**src/logic/pocket_pkg.sv**
```systemverilog
// shared address map, widths and bus structs for the core
// program memory is 16K x 16 bits, loaded a byte at a time from the bridge
// all timing is in clk_74a cycles; audio rates assume a 74.25 MHz clock
package pocket_pkg;

  //////////////////////////////
  // program memory
  //////////////////////////////
  localparam int PGM_DEPTH       = 16384;
  localparam int PGM_WORD_ADDR_W = $clog2(PGM_DEPTH);
  localparam int PGM_BYTE_ADDR_W = PGM_WORD_ADDR_W + 1;

  typedef logic [PGM_WORD_ADDR_W-1:0] pgm_word_addr_t;
  typedef logic [PGM_BYTE_ADDR_W-1:0] pgm_byte_addr_t;
  typedef logic [15:0]                pgm_word_t;

  // one byte lane write, loader to memory
  typedef struct packed {
    logic           valid;
    pgm_byte_addr_t addr;
    logic [7:0]     data;
  } pgm_byte_write_t;

  //////////////////////////////
  // bridge map
  //////////////////////////////
  localparam logic [3:0]  BRIDGE_REGION_PGM = 4'h0;
  localparam logic [31:0] REG_BASE          = 32'hF000_0000;
  localparam logic [31:0] REG_PGM_DATA      = 32'h0000_0000;
  localparam logic [31:0] REG_BYTE_COUNT    = 32'h0000_0004;
  localparam logic [31:0] REG_LOADER_BUSY   = 32'h0000_000C;
  localparam logic [31:0] REG_READ_ADDR     = 32'h0000_0010;

  localparam int BYTES_PER_WRITE = 4;
  localparam int BYTE_IDX_W      = $clog2(BYTES_PER_WRITE);

  //////////////////////////////
  // video
  //////////////////////////////
  typedef struct packed {
    logic pixel;
    logic hsync;
    logic vsync;
    logic hblank;
    logic vblank;
  } video_in_t;

  typedef struct packed {
    logic [23:0] rgb;
    logic        de;
    logic        hs;
    logic        vs;
  } video_out_t;

  localparam logic [23:0] RGB_WHITE = 24'hFF_FFFF;
  localparam logic [23:0] RGB_BLACK = 24'h00_0000;

  //////////////////////////////
  // audio
  //////////////////////////////
  typedef struct packed {
    logic signed [15:0] left;
    logic signed [15:0] right;
  } audio_frame_t;

  // 74.25 MHz * 245760 / 742500 = 2 x 12.288 MHz toggles
  localparam int MCLK_STEP  = 245760;
  localparam int MCLK_WRAP  = 742500;
  localparam int MCLK_ACC_W = 20;

  localparam int SCLK_DIV   = 4;
  localparam int SCLK_DIV_W = $clog2(SCLK_DIV);

  localparam int BITS_PER_CHANNEL = 32;
  localparam int SLOT_W           = $clog2(BITS_PER_CHANNEL);
  localparam int ACTIVE_BITS      = 16;

endpackage

```
**src/logic/i2s_serializer.sv**
```systemverilog
// I2S, 32 slots per channel, 16 active bits MSB first after a one-slot delay
// sample_ready is a one-cycle strobe at each frame start (LRCK fall)
// no valid sample at that strobe gives a silent frame
`timescale 1ns/10ps

module i2s_serializer (
  input  logic                     clk_74a,
  input  logic                     reset,
  input  logic                     sclk_fall,
  input  logic                     sample_valid,
  input  pocket_pkg::audio_frame_t sample,
  output logic                     sample_ready,
  output logic                     audio_lrck,
  output logic                     audio_dac
);

  logic [pocket_pkg::SLOT_W-1:0]          slot_q;
  logic                                   lrck_q;
  logic                                   dac_q;
  logic [2*pocket_pkg::ACTIVE_BITS-1:0]   shift_q;
  logic                                   last_slot;
  logic                                   frame_start;

  assign last_slot   = (slot_q == pocket_pkg::SLOT_W'(pocket_pkg::BITS_PER_CHANNEL - 1));
  // frame begins where lrck falls, left channel next
  assign frame_start = sclk_fall & last_slot & lrck_q;

  assign sample_ready = frame_start;

  //////////////////////////////
  // slot counter and shifter
  //////////////////////////////
  always_ff @(posedge clk_74a)
  begin
    if (reset)
    begin
      slot_q  <= '0;
      lrck_q  <= 1'b0;
      dac_q   <= 1'b0;
      shift_q <= '0;
    end
    else if (sclk_fall)
    begin
      slot_q <= slot_q + 1'b1;
      if (last_slot)
      begin
        // switch channel, slot 0 is the delay slot
        lrck_q <= ~lrck_q;
        dac_q  <= 1'b0;
        if (lrck_q)
        begin
          // left in the top half, right shifts up behind it
          shift_q <= sample_valid ? sample : '0;
        end
      end
      else if (slot_q < pocket_pkg::SLOT_W'(pocket_pkg::ACTIVE_BITS))
      begin
        // slots 1..16 carry data
        dac_q   <= shift_q[2*pocket_pkg::ACTIVE_BITS-1];
        shift_q <= shift_q << 1;
      end
      else
      begin
        dac_q <= 1'b0;
      end
    end
  end

  assign audio_lrck = lrck_q;
  assign audio_dac  = dac_q;

endmodule

```
**config.mk**
```make
export PLATFORM = sky130hd
export DESIGN_NAME = i2s_serializer
export DESIGN_NICKNAME = d
export VERILOG_FILES = /design/src/logic/pocket_pkg.sv /design/src/logic/i2s_serializer.sv
export SDC_FILE = /design/constraint.sdc
export NUM_CORES = 1
export LEC_CHECK = 0
export BUFFER_PORTS_ARGS = -buffer_cell sky130_fd_sc_hd__buf_2
export CAP_MARGIN = 20
export CORE_AREA = 8 8 70 72
export DETAILED_ROUTE_END_ITERATION = 16
export DIE_AREA = 0 0 78 80
export GPL_TIMING_DRIVEN = 0
export PLACE_DENSITY = 0.78
export SKIP_LAST_GASP = 1
export SYNTH_ARGS = -nofsm -noshare
export SYNTH_HDL_FRONTEND = slang
export SYNTH_SLANG_ARGS = --single-unit
```
**constraint.sdc**
```tcl
create_clock -name clk_74a -period 1.8 [get_ports clk_74a]
set_input_delay 0.18 -clock clk_74a [delete_from_list [all_inputs] [get_ports clk_74a]]
set_output_delay 0.18 -clock clk_74a [all_outputs]
set_load 0.02 [all_outputs]
```
Word-level counts from Yosys, hierarchy flattened. Index checks and enable logic that the tools add are counted.

Register bits after elaboration: 39. Input bits: 36. Output and inout port bits: 3. Word-level logic and storage cells: 20.

Reduce and logical (&&, ||, !) cells: 3. Add/sub/neg operators: 1. Bitwise logic cells: 3. Equality and inequality tests: 2. Muxes and demuxes: 6. Order comparisons: 1.

Operators by type and width (count): 2-to-1 mux 32 bit (4); adder 5 x 1 -> 5 bit, second input constant (1); equality test 5 bit, second input constant (1); less-than comparator 5 bit, second input constant (1); AND reduction 3 bit (1); bitwise AND 1 bit (2); 2-to-1 mux 1 bit (2); != test 2 bit, second input constant (1); AND reduction 2 bit (1); nonzero test 2 bit (1); inverter 1 bit (1).

Longest topological paths before layout.
Depth after elaboration: 3. Depth in mapped cells: 8. Depth with buffers taken out: 6.

Worst setup path after synthesis. Ideal clock, no wire load.

Path type: reg-to-reg. From: reg slot_q[0] (netlist name). To: reg shift_q[1] (netlist name). Setup slack: 108 ps. Path buffers: 2. Data required time: 1682 ps. Cell stages (with the launch flop): 9. Arrival: 1574 ps. Clock period less this slack: 1692 ps. Library setup time: 118 ps. Path through: dfxtp_1 > ha_1 > and3_1 > ha_1 > and2_0 > buf_2 > buf_4 > a21oi_1 > o2bb2ai_1.

Longest elaborated chain between the ends: 3. Elaborated cells between the ends (all ways): 6. Classes of those cells: order compare (1); eq/ne (2); mux (1); reduce/logical (2).

RTL lines: start, declared (RTL line i2s_serializer.sv:17) `logic [pocket_pkg::SLOT_W-1:0] slot_q;`; start signal, assigned (RTL line i2s_serializer.sv:44) `slot_q <= slot_q + 1'b1;`; less-than comparator 5 bit or equality test 5 bit (tied branches) (RTL line i2s_serializer.sv:56, i2s_serializer.sv:24); nonzero test 2 bit (no source line) or != test 2 bit (tied branches); AND reduction 3 bit (no source line); end signal, assigned (RTL line i2s_serializer.sv:53) `shift_q <= sample_valid ? sample : '0;`; end signal, assigned (RTL line i2s_serializer.sv:60) `shift_q <= shift_q << 1;`; end, declared (RTL line i2s_serializer.sv:20) `logic [2*pocket_pkg::ACTIVE_BITS-1:0] shift_q;`.

Several ways; a longest one is shown, not always the timed one. A chain may end at the register's enable or synchronous reset.

Final worst setup path.
From: reg slot_q[1] (netlist name). To: reg shift_q[31] (netlist name).

The elaborated chain is that of the path after synthesis.

==> metrics.csv <==
stage,metric,value,unit
min_path,hold_path.class,input pin to flop,
critical_path,slowest_stage,dfxtp_2,
detailed_routing,drt_pass1_iterations,4,
global_routing,grt_pass1_wl,6582,um
sta,slew_headroom,0.6851,
yosys,synth_seq_area_share,0.4454,
floorplanning,num_io_pins,39,
power_and_ir_drop,p_leak,0.0009814,uW
yosys,synthSimpleGateAreaFrac,0.1949,
critical_path,startpoint,slot_q[1],
placement,dpl.hpwl,2743,um
placement,place_ws,-0.1843,ns
floorplanning,dieArea,6240,um^2
critical_path,required,1.98,ns
min_path,whs_path_depth,3,
power_and_ir_drop,power_density,667.7,nW/um^2
layout,antenna_cells,0,
critical_path,path_class,flop to flop,
global_routing,grt_start_max_net_pins,12,
critical_path,crit_chain,"ha_4, and3_4, ha_4, buf_4, and2_4, buf_8, buf_12, a21oi_1, o2bb2ai_1",
power_and_ir_drop,ir_drop,0.5008,mV
yosys,yosysMostFrequentCell,dfxtp_1,
critical_path,end_kind,flop,
sta,fin_ws,0.02163,ns
detailed_routing,postRouteAntennaNets,0,
critical_path,r2r-start,slot_q[1],
cts,cts_buffers,5,
sta,finalHoldViolCount,0,
cts,cts_root_buf,clkbuf_8,
critical_path,critPathMaxFanout,10,
sta,finalMaxSlewViolations,0,
critical_path,reg2reg_depth,9,
sta,post-route-min-period,1.778,ns
detailed_routing,dr_total_vias,1487,
sta,rsz0062_at_grt,true,
floorplanning,die_width,78,um
critical_path,crit_family,buffers and inverters,
global_routing,grt_pass1_vias,1482,
floorplanning,fp.dieH,80,um
yosys,muxShareOfSynthArea,0.01713,
detailed_routing,wl_per_cell,15.22,um
yosys,syn_area_per_cell,9.848,um^2
yosys,netlist_top_cells_count,"dfxtp_1 (39), a21oi_1 (31), o2bb2ai_1 (31)",
detailed_routing,drtIter0Drc,57,
yosys,yosysTopAreaCellShare,0.4454,
detailed_routing,avgViaCountPerCell,5.254,
yosys,syn_nets,216,
yosys,synthAdderAreaFrac,0.01428,
run,cap_violations,0,
floorplanning,design.core.area,3856,um^2
cts,clk_pin_slew,0.07,ns
critical_path,crit_buf_inv,3,
critical_path,path_common_cell,ha_4,
yosys,synthXorXnorAreaFrac,0.01999,
critical_path,r2r_setup_slack,0.02,ns
yosys,synth_edf_count,0,
status,status,finished clean,
sta,worst_pin_slew,0.4724,ns
sta,fin_crit_sh,0.9880,
critical_path,crit_arrival,1.96,ns
yosys,async_reset_ff_frac,0,
critical_path,r2r_end,shift_q[31],
global_routing,antenna_found_initial,0,
layout,area_growth,38.83,%
cts,clock-sinks,39,
placement,gp_congestion,0.7001,
layout,instances_no_fill,283,
detailed_routing,finalWirelength,4308,um
detailed_routing,drcViolationCount,0,
yosys,synth_compound_gate_area_share,0.2591,
critical_path,slowest_delay,0.34,ns
yosys,yosysUniqueCellTypes,26,
global_routing,grt_usage,0.1298,
cts,clock_latency,0.29,ns
sta,holdWs,0.1474,ns
yosys,syn_area,1753,um^2
placement,port_buffers,38,
yosys,yosysWarnings,0,
yosys,netlist_top_cells_area,"dfxtp_1 (45%), o2bb2ai_1 (15%), a21oi_1 (8.9%)",
layout,drive_gt1_frac,0.4464,
cts,clockBufferDepth,2,
yosys,synth-seq-cells,39,
layout,nNetsFinal,270,
sta,fin_worst_skew,0.006838,ns
sta,finalSetupViolations,0,
cts,cts_tree,yes,
critical_path,start_kind,flop,
floorplanning,core.rowCount,23,
yosys,synthCells,178,
cts,htree_levels,2,
floorplanning,start_util,0.4546,
min_path,hold_end,shift_q[2],
placement,dp_cells,266,
yosys,synth_top_family_by_area,compound AO/OA/AOI/OAI gates,
yosys,synth_top_area_cell,dfxtp_1,
sta,max_freq,562.3,MHz
min_path,min_from,sample[2],
yosys,dominantRegCellSynth,dfxtp_1,
global_routing,overflow,0,
cts,holdBufCountCts,0,
state kept, by name, indices dropped and copies added (netlist names):
name	count
audio_dac	1
slot_q	5
shift_q	32
audio_lrck	1
cell usage in the layout, fill, tap and decap left out, drive strengths merged:
cell,n
and2b,11
ha,2
nor2b,20
nand3b,2
dfxtp,39
buf,57
a21oi,31
nand4,1
clkbuf,13
a31oi,2
nand2,2
nand3,1
nand4b,1
mux2i,3
nor2,6
xnor2,1
xor2,3
nand2b,4
and3,2
o2bb2ai,31
and2,1
per-layer routing:
| metal | track usage | share of wire | wire [um] |
|---|---|---|---|
| met3 | 0.04617 | 0.047 | 201 |
| met5 | 0 | 0 | 0 |
| met2 | 0.2130 | 0.50 | 2167 |
| met1 | 0.1517 | 0.44 | 1881 |
| met4 | 0.05000 | 0.013 | 57 |
cells by family (layout without fill, tap and decap cells):
kind of cell             after synthesis  after routing
flip-flops                            39             39
buffers and inverters                 15             70
XOR/XNOR                               4              4
multiplexers                           3              3
adder cells (fa/ha/maj)                2              2
AND/OR/NAND/NOR                       51             51
AO/OA/AOI/OAI                         64             64
per-stage QoR:
step	area, um^2	total power, uW	util	setup TNS [ns]
2_1_floorplan	1753	937.1	-	0
3_3_place_gp	2006	988.5	0.5201	-2.390
3_5_place_dp	2006	990.4	0.5201	-2.860
4_1_cts	2192	1625	0.5685	0
5_1_grt	2434	1691	0.6311	-0.2545
6_report	2434	1625	0.6311	0
worst register-to-register path, stage by stage, from the launching register on:
cell       delay [ns]
dfxtp_2          0.34
ha_4             0.15
and3_4           0.18
ha_4             0.18
buf_4            0.14
and2_4           0.13
buf_8            0.14
buf_12           0.15
a21oi_1          0.16
o2bb2ai_1        0.08
power by group:
group | internal [uW] | switching, uW
Clock | 350 | 290
Sequential | 868 | 5.39
Combinational | 53.4 | 58.8
worst max path at each step:
stage                   endpoint  cells past startpoint
global route         shift_q[18]                      9
CTS                 sample_ready                      6
finish               shift_q[31]                      9
global placement     shift_q[18]                      7
detailed placement   shift_q[18]                      7
floorplan             shift_q[1]                      8
layout make-up:
type,count,area [um^2]
fillers,354,1423
multi-input cells,124,1042
flip-flops and latches,39,783.3
repair buffers,47,299.0
plain buffers,15,146.4
clock buffers,8,100.1
well taps,50,62.56
timing repair:
action,4_1_cts,5_1_grt
buffers inserted,6,1
resized for setup,11,48
endpoints found under the setup margin,32,32
pin swaps,0,15
gates cloned,0,2
Power figures use the tool's default switching activity.
